**config.mk**
```make
export PLATFORM = sky130hd
export DESIGN_NAME = video_timing
export DESIGN_NICKNAME = d
export VERILOG_FILES = /design/src/source/gfx_pkg.sv /design/src/source/video_timing.sv
export VERILOG_INCLUDE_DIRS = /design/src /design/src/source
export SDC_FILE = /design/constraint.sdc
export NUM_CORES = 1
export LEC_CHECK = 0
export ABC_AREA = 0
export BUFFER_PORTS_ARGS = -buffer_cell sky130_fd_sc_hd__buf_2
export CAP_MARGIN = 5
export CORE_AREA = 8 8 45 47
export DETAILED_ROUTE_END_ITERATION = 16
export DIE_AREA = 0 0 53 55
export PLACE_DENSITY = 0.83
export SYNTH_ARGS = -nofsm -noshare
export SYNTH_HDL_FRONTEND = slang
export SYNTH_SLANG_ARGS = --single-unit
```
**constraint.sdc**
```tcl
create_clock -name hdmi_pixClk -period 4.1 [get_ports hdmi_pixClk]
set_input_delay 0.82 -clock hdmi_pixClk [delete_from_list [all_inputs] [get_ports hdmi_pixClk]]
set_output_delay 0.82 -clock hdmi_pixClk [all_outputs]
set_load 0.005 [all_outputs]
```
**src/source/gfx_settings.svh**
```systemverilog
// Memory size, register offsets, display size and scan timing of the graphics subsystem.
`ifndef GFX_SETTINGS_SVH
`define GFX_SETTINGS_SVH

// Shared memory size in bytes. The register block starts right above it.
`define GFX_MEM_BYTES 4096

// Register offsets relative to GFX_MEM_BYTES.
`define GFX_REG_IMG_ADDR     32'h0000_0000
`define GFX_REG_SRC_X        32'h0000_0004
`define GFX_REG_SRC_Y        32'h0000_0008
`define GFX_REG_IMG_WIDTH    32'h0000_000C
`define GFX_REG_WIDTH        32'h0000_0010
`define GFX_REG_HEIGHT       32'h0000_0014
`define GFX_REG_DEST_X       32'h0000_0018
`define GFX_REG_DEST_Y       32'h0000_001C
`define GFX_REG_DRAW         32'h0000_0020
`define GFX_REG_CLEAR_COLOR  32'h0000_0024
`define GFX_REG_CLEAR        32'h0000_0028
`define GFX_REG_BUSY         32'h0000_002C
`define GFX_REG_SWAP         32'h0000_0100
`define GFX_REG_VSYNC        32'h0000_0108
`define GFX_REG_VSYNC_SYNCED 32'h0000_010C

// Display area and scan totals.
`define GFX_FB_WIDTH    32
`define GFX_FB_HEIGHT   24
`define GFX_H_TOTAL     40
`define GFX_V_TOTAL     28
`define GFX_VSYNC_LINES 2

`endif

```
**src/source/gfx_pkg.sv**
```systemverilog
// Pixel, coordinate, size and draw-command types of the graphics subsystem.
`include "gfx_settings.svh"

package gfx_pkg;

	// RGB565 pixel.
	typedef logic [15:0] pixel_t;

	typedef logic [$clog2(`GFX_FB_WIDTH)-1:0] fb_x_t;
	typedef logic [$clog2(`GFX_FB_HEIGHT)-1:0] fb_y_t;

	// A size must reach the full display width, so it is one bit wider than a coordinate.
	typedef logic [$clog2(`GFX_FB_WIDTH):0] fb_size_t;

	typedef struct packed {
		logic [31:0] img_addr;
		logic [15:0] src_x;
		logic [15:0] src_y;
		logic [15:0] img_width;
		fb_size_t    width;
		fb_size_t    height;
		fb_x_t       dest_x;
		fb_y_t       dest_y;
		pixel_t      clear_color;
	} draw_cmd_t;

endpackage

```
**src/source/video_timing.sv**
```systemverilog
// Scan counters producing coordinates, sync signals, data-enable and the frame-start strobe.
`include "gfx_settings.svh"

module video_timing (
	input  logic           hdmi_pixClk,
	input  logic           reset,
	output gfx_pkg::fb_x_t x,
	output gfx_pkg::fb_y_t y,
	output logic           de,
	output logic           hsync,
	output logic           vsync,
	output logic           frame_start
);

	import gfx_pkg::*;

	localparam int HW = $clog2(`GFX_H_TOTAL);
	localparam int VW = $clog2(`GFX_V_TOTAL);
	localparam logic [HW-1:0] H_LAST = HW'(`GFX_H_TOTAL - 1);
	localparam logic [VW-1:0] V_LAST = VW'(`GFX_V_TOTAL - 1);
	localparam logic [HW-1:0] H_ACTIVE = HW'(`GFX_FB_WIDTH);
	localparam logic [VW-1:0] V_ACTIVE = VW'(`GFX_FB_HEIGHT);
	localparam logic [HW-1:0] H_SYNC = HW'(`GFX_H_TOTAL - 4);
	localparam logic [VW-1:0] V_SYNC = VW'(`GFX_V_TOTAL - `GFX_VSYNC_LINES);

	logic [HW-1:0] h_count;
	logic [VW-1:0] v_count;

	always_ff @(posedge hdmi_pixClk) begin
		if (reset) begin
			h_count <= '0;
			v_count <= '0;
		end else if (h_count == H_LAST) begin
			h_count <= '0;
			v_count <= (v_count == V_LAST) ? '0 : v_count + 1'b1;
		end else begin
			h_count <= h_count + 1'b1;
		end
	end

	assign x = fb_x_t'(h_count);
	assign y = fb_y_t'(v_count);
	assign de = h_count < H_ACTIVE && v_count < V_ACTIVE;
	assign hsync = h_count >= H_SYNC;
	assign vsync = v_count >= V_SYNC;
	assign frame_start = h_count == '0 && v_count == '0;

endmodule

```
==> results.txt, run 1 <==
The total die area is 2915 sq um. The mean post-synth cell area is 8.619 sq um. The overflow left after global routing is 0. In this run the number of H-tree levels came out at 1. The detailed-route wire length on metal 1 came out at 639 microns. Summed over all layers, the routed wires come to 1326 microns. For this run, design rule violations remaining after detail routing come to 0.

The synthesized design contains 0 enable-type register cells. The final count of negative-setup-slack endpoints came out at 0. The number of antenna violations at the first check in global routing is 0. The final HPWL from detailed placement came out at 1036 microns. The cts-stage hold buffer count is 0.

Gates resized during post-CTS repair numbered 0. The post-synth net total is 78. The number of sinks on the clock net came out at 11. The number of vias per cell after detailed routing is 5.390. Entering global routing, the biggest net connects 12 pins. The number of fillers in the final layout is 153.

Along the worst path, the maximum fanout reaches 7. The post-route clock period utilization is 0.4999. The share of Yosys cell area claimed by the top area cell type came out at 0.3548. The commonest cells after synthesis are 11 x sky130_fd_sc_hd__dfxtp_1, 7 x sky130_fd_sc_hd__inv_1, 5 x sky130_fd_sc_hd__buf_4.

Of all cell types, the one taking the most synthesized area is sky130_fd_sc_hd__dfxtp_1. By area the synthesized netlist is led by sky130_fd_sc_hd__dfxtp_1 35%, sky130_fd_sc_hd__ha_1 8.1%, sky130_fd_sc_hd__buf_4 6.0%. The post-layout instance area is 696.9 sq um. The final estimated routing congestion in global placement came out at 0.8213. The first-pass GRT wire length came out at 2277 microns.

The vias after detailed routing is 539. STA classifies the critical path endpoint as a primary output. From bottom edge to top edge, the die measures 55 microns. The setup fix buffers added after clock tree synthesis came out at 0. The path class of the tightest hold or removal check is flip-flop to flip-flop. The clock latency reported for the late side of the worst-skew pair is 260 ps. Once placement finished, the instance area stood at 670.6 sq um. The CTS clock-pin slew for the worst setup and hold paths came out at 70 ps. The CTS buffer count is 3. At the end of the flow, the number of nets in the layout was 91.

The share of async-settable or async-resettable flops after synthesis is 0. The static leakage power is 0.2772 nW. The cell area power density came out at 288.9 nW/um^2. 16 I/O pins were placed. Clock tree synthesis selected as its root buffer the cell sky130_fd_sc_hd__clkbuf_4. The total of buffers placed on input and output ports came out at 15. Derived from the worst setup path, the maximum achievable clock frequency is 487.9 MHz. After detailed routing, no signal wire sits above met3. The number of global-route vias before repair came out at 520. The cell count after synthesis came out at 72. For the worst setup path, the data required time is 3280 ps.

Relative to the synthesized area, the layout overhead comes to 12.30%. Across the run, the number of max-cap violations was 0. The count of TritonRoute iterations in the first routing pass is 4.

The amount of wire on met3 after detailed routing came out at 94 microns. The number of storage elements in the synthesis netlist came out at 11. The post-synthesis instance area came out at 620.6 sq um. IR analysis of the VDD net gives a maximum drop of 174.9 uV. The number of inserted diodes came out at 0. The yosys synthesis warning count came out at 0. In the final layout, the share of cells above drive strength 1 is 0.2500.

Data on the critical path arrives at its endpoint at 1230 ps. Among all flip-flop cells after synthesis, the most frequent one is sky130_fd_sc_hd__dfxtp_1. The number of nets with antenna violations after detailed routing came out at 0. Traced cell by cell, the critical path runs through nor3_1, and4_1, buf_2. The number of hold violations in the final report is 0. The flow ran to the end, and the final reports show no timing, DRC or antenna violations. The class of the most critical setup path is flip-flop to primary output. The chip width came out at 53 microns. The share of the Yosys chip area taken by registers is 0.3548. The final design utilization is 0.5036. The slowest stage of the critical path belongs to the cell sky130_fd_sc_hd__dfxtp_1.

For the pin with the worst max-slew slack, the measured transition is 278.0 ps. The final critical delay including setup and external delays is 2050 ps. The violation count after the first detailed-route iteration is 14. The detailed-routed wire length on met2 came out at 592 microns. The number of buffers on the longest clock path came out at 2.

The final number of max-transition violations is 0. The netlist uses 30 different library cells. The core area is 1384 sq um. The total global routing track utilization is 0.1031. The most common cell in the netlist is sky130_fd_sc_hd__dfxtp_1.

After routing, the total negative slack on setup checks comes to 0 ps. The critical path's largest stage delay is 390 ps. The starting density of the core came out at 0.4485.

Setup repair after global routing left no endpoint under its margin. The final worst hold slack came out at 529.6 ps. For the final database, setup skew stands at 2.539 ps. In this run the tightest slew margin relative to its limit is 0.8144. The worst setup path is launched from a flip-flop. TritonCTS built the clock tree. The number of placement rows is 14.

The post-detailed-route wirelength per cell is 13.26 microns. The design draws 0.0002014 W.
## kinds of logic (layout without fill, tap and decap cells)
family	after synthesis	count (layout)	synth area share
simple gates	26	26	0.2520
compound gates	14	14	0.1552
fa+ha+maj	4	4	0.08065
flops	11	11	0.3548
xor+xnor	3	3	0.04235
buf+inv	14	26	0.1149
## worst max-delay path: cells and delay by family (launching register included)
kind                   cells  cell delay [ps]
AND/OR/NAND/NOR            2              480
flip-flops                 1              390
buffers and inverters      1              110
## state kept, by name, indices dropped and copies added (netlist names)
name	flops
h_count	6
y	5
## cells in the final DEF (no fill, tap or decap)
cell,n
sky130_fd_sc_hd__a311o_1,1
sky130_fd_sc_hd__o311ai_1,1
sky130_fd_sc_hd__xor2_1,2
sky130_fd_sc_hd__nand3_1,4
sky130_fd_sc_hd__buf_2,15
sky130_fd_sc_hd__or3_1,1
sky130_fd_sc_hd__nand4bb_1,1
sky130_fd_sc_hd__nor2_2,1
sky130_fd_sc_hd__ha_1,4
sky130_fd_sc_hd__o41ai_1,1
sky130_fd_sc_hd__and4_1,1
sky130_fd_sc_hd__o21ai_1,3
sky130_fd_sc_hd__nor4_1,1
sky130_fd_sc_hd__inv_1,7
sky130_fd_sc_hd__a211oi_2,1
sky130_fd_sc_hd__xnor2_1,1
sky130_fd_sc_hd__nor2_1,3
sky130_fd_sc_hd__clkbuf_4,3
sky130_fd_sc_hd__dfxtp_1,11
sky130_fd_sc_hd__and4bb_1,1
sky130_fd_sc_hd__a21oi_1,4
sky130_fd_sc_hd__nand2_1,4
sky130_fd_sc_hd__a211oi_1,1
sky130_fd_sc_hd__o2bb2ai_1,1
sky130_fd_sc_hd__clkbuf_1,1
sky130_fd_sc_hd__nor3b_1,1
sky130_fd_sc_hd__nand4b_1,1
sky130_fd_sc_hd__nor3_1,4
sky130_fd_sc_hd__o21ai_0,1
sky130_fd_sc_hd__nand3_2,1
sky130_fd_sc_hd__nand4_1,2
## report_power, final
group	leakage, nW	switching, W	total, W	internal, W
clock network	0.0150	0.0000359	0.0000735	0.0000376
logic	0.173	0.00000760	0.0000149	0.00000735
registers	0.0892	0.00000367	0.000113	0.000109
## area by class of cell
class	count	area (sq um)	area share
multi-input cells	47	329.1	0.4722
clock buffers	4	26.28	0.03770
repair buffers	15	75.07	0.1077
flip-flops and latches	11	220.2	0.3160
inverters	7	26.28	0.03770
well taps	16	20.02	0.02873
## layer usage
layer  GRT usage  vias to the layer above
met3     0.03209                        0
met1      0.1229                      247
met2      0.1699                       15
li1            -                      277
met4     0.03879                        0
met5           0                        -
## per-stage QoR
stage / instances / worst slack [ps]
after floorplan: 72 / 2475
after global placement: 96 / 2332
after detailed placement: 96 / 2320
after CTS: 100 / 2029
after global routing: 100 / 1927
final: 100 / 2050
## worst paths after layout
check,from,endpoint,slack [ps],cells after the start
setup / recovery,h_count[2]$_SDFF_PP0_,frame_start,2050,3
hold / removal,h_count[0]$_SDFF_PP0_,h_count[0]$_SDFF_PP0_,530,1
setup reg to reg,h_count[0]$_SDFF_PP0_,y[4]$_SDFFE_PP0N_,2610,4
hold reg to reg,h_count[0]$_SDFF_PP0_,h_count[0]$_SDFF_PP0_,530,1
Note: power is estimated with default switching activity, not from simulation.
==> run 2: changes to the inputs <==
Settings changed: CORE_AREA 8 8 45 47 to 8 8 47 49, DIE_AREA 0 0 53 55 to 0 0 55 57, PLACE_DENSITY 0.83 to 0.79.
Clock period 4.1 ns to 1.8 ns, I/O delays scaled along.
==> results.txt, run 2 (synthesis gave the netlist of run 1 again) <==
The run finished with clean final reports. The highest ir drop seen on vdd is 295.9 uV (+69%). The total number of H-tree levels came out at 1 (unchanged). The total die area is 3135 sq um (+7.5%).

The number of max-capacitance violations reported is 0 (unchanged). The area taken by multi-input logic gates came out at 329.1 sq um (unchanged). The path class of the tightest hold or removal check is primary input to flip-flop.

The total of buffers placed on input and output ports came to 15 (unchanged). The worst setup path is launched from a flip-flop. The amount of wire on met3 after detailed routing was 117 microns (+24%). Leaving out fill and tap cells, the most frequent cell in the layout is sky130_fd_sc_hd__buf_2. The share of final-layout standard cells stronger than drive strength 1 came out at 0.2500 (unchanged). The clock tree root buffer cell is sky130_fd_sc_hd__clkbuf_4. The clock latency reported for the late side of the worst-skew pair is 270 ps (about the same). The post-placement cell count came to 97 (+1.0%). The first-pass GRT wire length came out at 2104 microns (-7.6%). The static leakage power is 0.2772 nW (unchanged). The chip width is 55 microns (+3.8%).

The CTS clock-pin slew for the worst setup and hold paths was 70 ps (about the same). The number of cells on the worst reg-to-reg path came to 4 (unchanged). The cts-stage hold buffer count was 0 (unchanged). The register area was 220.2 sq um (unchanged). The class of the most critical setup path is flip-flop to primary output. The number of placement rows came out at 15 (+1).

The total global routing track utilization came out at 0.08964 (-0.01349). The maximum fanout along the worst path is 5 (-2). Setup repair after global routing left no endpoint under its margin. The detailed-route wire length on metal 1 came out at 576 microns (-9.9%).

The number of global-route vias before repair came out at 495 (-4.8%). The final number of max-transition violations is 0 (unchanged). The capture endpoint of the worst hold path is h_count[4]$_SDFF_PP0_.

The starting density of the core is 0.3937 (-0.05481). The vias after detailed routing is 558 (+3.5%). The critical path endpoint category is a primary output.

The number of buffers on the longest clock path came out at 2 (unchanged). The worst reg-to-reg setup slack came to 320 ps (-2290 ps). The overall power came to 0.0004567 W (+130%). The final critical delay including setup and external delays came out at 1601 ps. The data arrival time at the worst-slack endpoint is 1240 ps (about the same). The quantity of gates resized following cts is 0 (unchanged). The number of sinks on the clock net was 11 (unchanged). The final count of negative-setup-slack endpoints is 0 (unchanged). In this run the critical register-to-register path is launched from h_count[0]$_SDFF_PP0_. The number of remaining DRC errors came to 0 (unchanged). The count of TritonRoute iterations in the first routing pass is 4 (unchanged). The worst register-to-register path ends at y[4]$_SDFFE_PP0N_.

The CTS buffer count is 3 (unchanged). The highest achievable clock rate is 624.6 MHz. More flip-flops sit in one register than any other, and that register is h_count.

The cell area power density is 654.1 nW/um^2 (+130%). The number of fillers in the final layout is 170 (+11%). The number of hold violations in the final report is 0 (unchanged). The highest metal layer carrying signal wires in the routed design is met4. The non-filler instance count after layout came to 101 (+1.0%). The final HPWL from detailed placement came out at 1033 microns (-0.26%).

The final setup skew came out at 3.482 ps (+0.9434 ps). The required time at the worst-slack endpoint is 1440 ps (-1840 ps). The final wirelength is 1329 microns (+0.23%). The post-route clock period utilization came out at 0.8895. The maximum number of pins on one net before global-route repair came out at 12 (unchanged). The post-detailed-route wirelength per cell came out at 13.16 microns (-0.77%). The number of nets in the layout is 91 (unchanged). The synthesis-to-finish area growth is 12.50%. The number of vias per cell after detailed routing was 5.525 (+2.5%). The detailed-routed wire length on met2 is 611 microns (+3.2%).

The slew at the pin with the worst max-slew slack came out at 286.6 ps (+8.623 ps). The chip height came to 57 microns (+3.6%). The remaining max-slew budget at the tightest pin is 0.8064 (-0.007995).

The number of nets with antenna violations after detailed routing is 0 (unchanged). The setup TNS came out at 0 ps (unchanged). The final design utilization was 0.4429 (-0.06076).

The library cells used most frequently in the layout, excluding fill and tap cells, are 15 x sky130_fd_sc_hd__buf_2, 11 x sky130_fd_sc_hd__dfxtp_1, 7 x sky130_fd_sc_hd__inv_1. The core area came out at 1577 sq um (+14%). The setup fix buffers added after clock tree synthesis is 0 (unchanged). The number of antenna violations at the first check in global routing is 0 (unchanged). The number of inserted diodes is 0 (unchanged). The worst hold path cell count came out at 2 (+1). The number of flip-flops under the largest register name came out at 6 (unchanged).

TritonCTS built the clock tree. The final estimated routing congestion in global placement is 0.8341 (+1.6%). The violation count after the first detailed-route iteration came out at 10 (-4). The overflow left after global routing came out at 0 (unchanged). The number of placed I/O pins is 16 (unchanged). In this run the most critical hold path is launched from reset.
## run 2: cell counts in the layout (fill, tap and decap cells not counted)
No cell type changed its count.
## run 2: layout make-up
cell class / instances / share of cell area
multi-input cells: 47 / 0.4713
inverters: 7 / 0.03763
well taps: 17 / 0.03047
repair buffers: 15 / 0.1075
clock buffers: 4 / 0.03763
flip-flops and latches: 11 / 0.3154
## run 2: worst max-delay path by stage
stage                                startpoint                end  slack (ps)  cells past startpoint
final                     h_count[0]$_SDFF_PP0_        frame_start         200                      4
after global placement    h_count[0]$_SDFF_PP0_  y[4]$_SDFFE_PP0N_         430                      4
after detailed placement  h_count[0]$_SDFF_PP0_  y[4]$_SDFFE_PP0N_         330                      4
after CTS                 h_count[0]$_SDFF_PP0_        frame_start         190                      4
after global routing      h_count[3]$_SDFF_PP0_        frame_start          90                      3
after floorplan           h_count[0]$_SDFF_PP0_  y[4]$_SDFFE_PP0N_         480                      4
## run 2: through the flow
step	hold slack (ps)	cell area, sq um	setup slack (ps)
after global placement	506.1	671.9	426.0
after CTS	406.3	698.2	191.5
after detailed placement	541.0	671.9	331.9
final	417.5	698.2	198.9
after global routing	422.6	698.2	93.06
after floorplan	498.7	620.6	479.6
## run 2: per-layer routing
layer  up-vias  GRT usage
met2        16     0.1313
li1        278          -
met5         -          0
met3         2    0.02338
met4         0    0.05155
met1       262     0.1126
## run 2: critical path: stages, from the launching register on
cell	delay (ps)
sky130_fd_sc_hd__dfxtp_1	410
sky130_fd_sc_hd__inv_1	70
sky130_fd_sc_hd__ha_1	200
sky130_fd_sc_hd__and4_1	170
sky130_fd_sc_hd__buf_2	120
## run 2: power breakdown
part,internal [W],switching (W)
Combinational,0.0000169,0.0000182
Sequential,0.000249,0.00000799
Clock,0.0000858,0.0000787
==> run 3: changes to the inputs <==
Settings changed: BUFFER_PORTS_ARGS -buffer_cell sky130_fd_sc_hd__buf_2 to -buffer_cell sky130_fd_sc_hd__buf_4, CORE_AREA 8 8 47 49 to 8 8 52 54, DIE_AREA 0 0 55 57 to 0 0 60 62, PLACE_DENSITY 0.79 to 0.67, SETUP_SLACK_MARGIN set to 0.5.
==> results.txt, run 3 (synthesis gave the netlist of run 1 again) <==
The most common library cell in the layout ignoring fill and taps is sky130_fd_sc_hd__buf_4. The net switching share of the total power is 0.2529 (+0.02306). The final estimated routing congestion in global placement came out at 0.9403 (+13%).

STA classifies the critical path startpoint as a flip-flop. The worst setup path is captured at a primary output. The number of vias per cell after detailed routing came to 5.121 (-7.3%). Ranked by flip-flop count, first place goes to h_count. The cts-stage hold buffer count came to 0 (unchanged). The number of nets with antenna violations after detailed routing came out at 0 (unchanged). The final wirelength is 1848 microns (+39%). The number of inserted diodes is 0 (unchanged). The number of cells on the worst reg-to-reg path is 6 (+2). The static leakage power came out at 0.3912 nW (+41%). The worst hold path cell count is 2 (unchanged). The number of placed I/O pins is 16 (unchanged).

The number of nets in the layout came out at 104 (+14%). The highest achievable clock rate is 651.3 MHz (+4.3%). The number of global-route vias before repair is 612 (+24%). The post-route clock period utilization came to 0.8530 (-0.03648). The first-pass GRT wire length is 2863 microns (+36%).

The synthesis-to-finish area growth came out at 59.68%. The combinational fraction of design power came out at 0.120 (+0.043). The critical path in this run is classified as flip-flop to primary output. The vias after detailed routing is 635 (+14%). The CTS buffer count was 3 (unchanged). The final setup slack of the worst path is 264.6 ps (+65.66 ps). The CTS clock-pin slew for the worst setup and hold paths was 80 ps (about the same). The data arrival time at the worst-slack endpoint came to 1180 ps (-60 ps). The switching power summed over all nets came out at 0.0001225 W (+17%).

Setup repair after global routing could not meet its margin everywhere. The violation count after the first detailed-route iteration came out at 12 (+2). The run finished with clean final reports. The post-detailed-route wirelength per cell came out at 14.90 microns (+13%). The core area is 1902 sq um (+21%). The number of flip-flops under the largest register name came to 6 (unchanged). The share of final-layout standard cells stronger than drive strength 1 is 0.6082 (+0.3582). The maximum number of pins on one net before global-route repair came out at 12 (unchanged). The final HPWL from detailed placement was 1127 microns (+9.1%).

The number of hold violations in the final report is 0 (unchanged). The top cell types in the final layout, fill and taps aside, are 24 x sky130_fd_sc_hd__buf_4, 6 x sky130_fd_sc_hd__inv_1, 6 x sky130_fd_sc_hd__dfxtp_4. The chip width is 60 microns (+9.1%).

The clock tree root buffer cell is sky130_fd_sc_hd__clkbuf_4. The endpoint identified for the worst register-to-register timing path is y[0]$_SDFFE_PP0N_. The sequential group share of total power is 0.519 (-0.044). The maximum fanout along the worst path was 5 (unchanged).

The final number of max-transition violations came to 0 (unchanged). The startpoint identified for the worst register-to-register timing path is h_count[0]$_SDFF_PP0_. The number of buffers on the longest clock path came out at 2 (unchanged). The count of TritonRoute iterations in the first routing pass is 4 (unchanged). The starting density of the core came out at 0.3263 (-0.06733). The worst min-delay path category is primary input to flip-flop.

The slew at the pin with the worst max-slew slack came out at 231.6 ps (-55.00 ps). The capture endpoint of the worst hold path is y[1]$_SDFFE_PP0N_. The setup TNS is 0 ps (unchanged). In this run the most critical hold path is launched from reset. The remaining max-slew budget at the tightest pin came to 0.8436 (+0.03715). The final critical delay including setup and external delays was 1535 ps (-65.66 ps). The total global routing track utilization came out at 0.1039 (+0.01423). The number of sinks on the clock net is 11 (unchanged). The cell internal power dissipation came to 0.0003620 W (+2.9%).

The worst reg-to-reg setup slack came out at 470 ps (+150 ps). The required time at the worst-slack endpoint was 1440 ps (about the same). The number of placement rows was 16 (+1). The setup slack after placement came out at 384.2 ps (+52.39 ps). The highest ir drop seen on vdd is 360.2 uV (+22%). The number of antenna violations at the first check in global routing is 0 (unchanged).

The overflow left after global routing is 0 (unchanged). The final count of negative-setup-slack endpoints is 0 (unchanged). The fraction of power consumed by the clock network is 0.361 (about the same). The CTS tree is done. The cell area power density is 488.9 nW/um^2 (-25%). The total of buffers placed on input and output ports came out at 15 (unchanged). The clock latency reported for the late side of the worst-skew pair was 280 ps (about the same).

The total number of H-tree levels is 1 (unchanged). The total die area is 3720 sq um (+19%). The number of remaining DRC errors is 0 (unchanged).

The number of max-capacitance violations reported was 0 (unchanged). The final setup skew is 6.950 ps (+3.468 ps). The chip height is 62 microns (+8.8%).
==> run 3: changes by cell type in the layout (fill, tap and decap cells not counted), sizes merged <==
cell / delta
buf: +13
==> run 3: critical path, stage by stage, from the launching register on <==
cell	delay, ps
sky130_fd_sc_hd__dfxtp_2	360
sky130_fd_sc_hd__nor4_4	230
sky130_fd_sc_hd__and4_1	200
sky130_fd_sc_hd__buf_4	110
==> run 3: what timing repair did <==
item / CTS / global route
setup buffers: 10 / 3
pin swaps: 5 / 5
gates resized for setup: 29 / 9
endpoints found under the setup margin: 14 / 16
==> run 3: routing by layer <==
metal  up-vias  part of all wire  global-route usage
li1        307                 -                   -
met1       310              0.40              0.1158
met2        14              0.53              0.1631
met3         4             0.048             0.03086
met4         0             0.021             0.08163
met5         -                 0                   0
==> run 3: final cells by class <==
type / count / area, sq um
clock buffers: 4 / 26.28
fillers: 174 / 910.9
inverters: 7 / 26.28
multi-input cells: 47 / 430.4
flip-flops and latches: 11 / 249.0
well taps: 27 / 33.78
repair buffers: 28 / 225.2
==> run 3: worst max-delay path by stage <==
stage / to / slack, ps / startpoint
floorplan: y[4]$_SDFFE_PP0N_ / 520 / h_count[0]$_SDFF_PP0_
detailed placement: y[4]$_SDFFE_PP0N_ / 380 / h_count[0]$_SDFF_PP0_
global placement: frame_start / 450 / h_count[2]$_SDFF_PP0_
global route: frame_start / 180 / y[3]$_SDFFE_PP0N_
CTS: frame_start / 280 / y[3]$_SDFFE_PP0N_
finish: frame_start / 260 / y[2]$_SDFFE_PP0N_
==> run 3: power by group through the flow <==
stage          Sequential, W  Clock (W)  Combinational, W
2_1_floorplan       0.000262          0         0.0000294
3_3_place_gp        0.000263          0         0.0000419
3_5_place_dp        0.000264          0         0.0000416
4_1_cts             0.000250   0.000180         0.0000527
5_1_grt             0.000253   0.000193         0.0000644
6_report            0.000252   0.000175         0.0000580
==> run 3: per-stage QoR <==
stage	instance area, sq um	std cells	power, W	hold WS (ps)	util
2_1_floorplan	639.4	72	0.0002916	502.6	-
3_3_place_gp	740.7	107	0.0003051	513.6	0.3895
4_1_cts	922.1	121	0.0004828	333.0	0.4849
5_1_grt	991.0	124	0.0005106	328.3	0.5211
3_5_place_dp	740.7	107	0.0003058	537.9	0.3895
6_report	991.0	124	0.0004845	325.3	0.5211
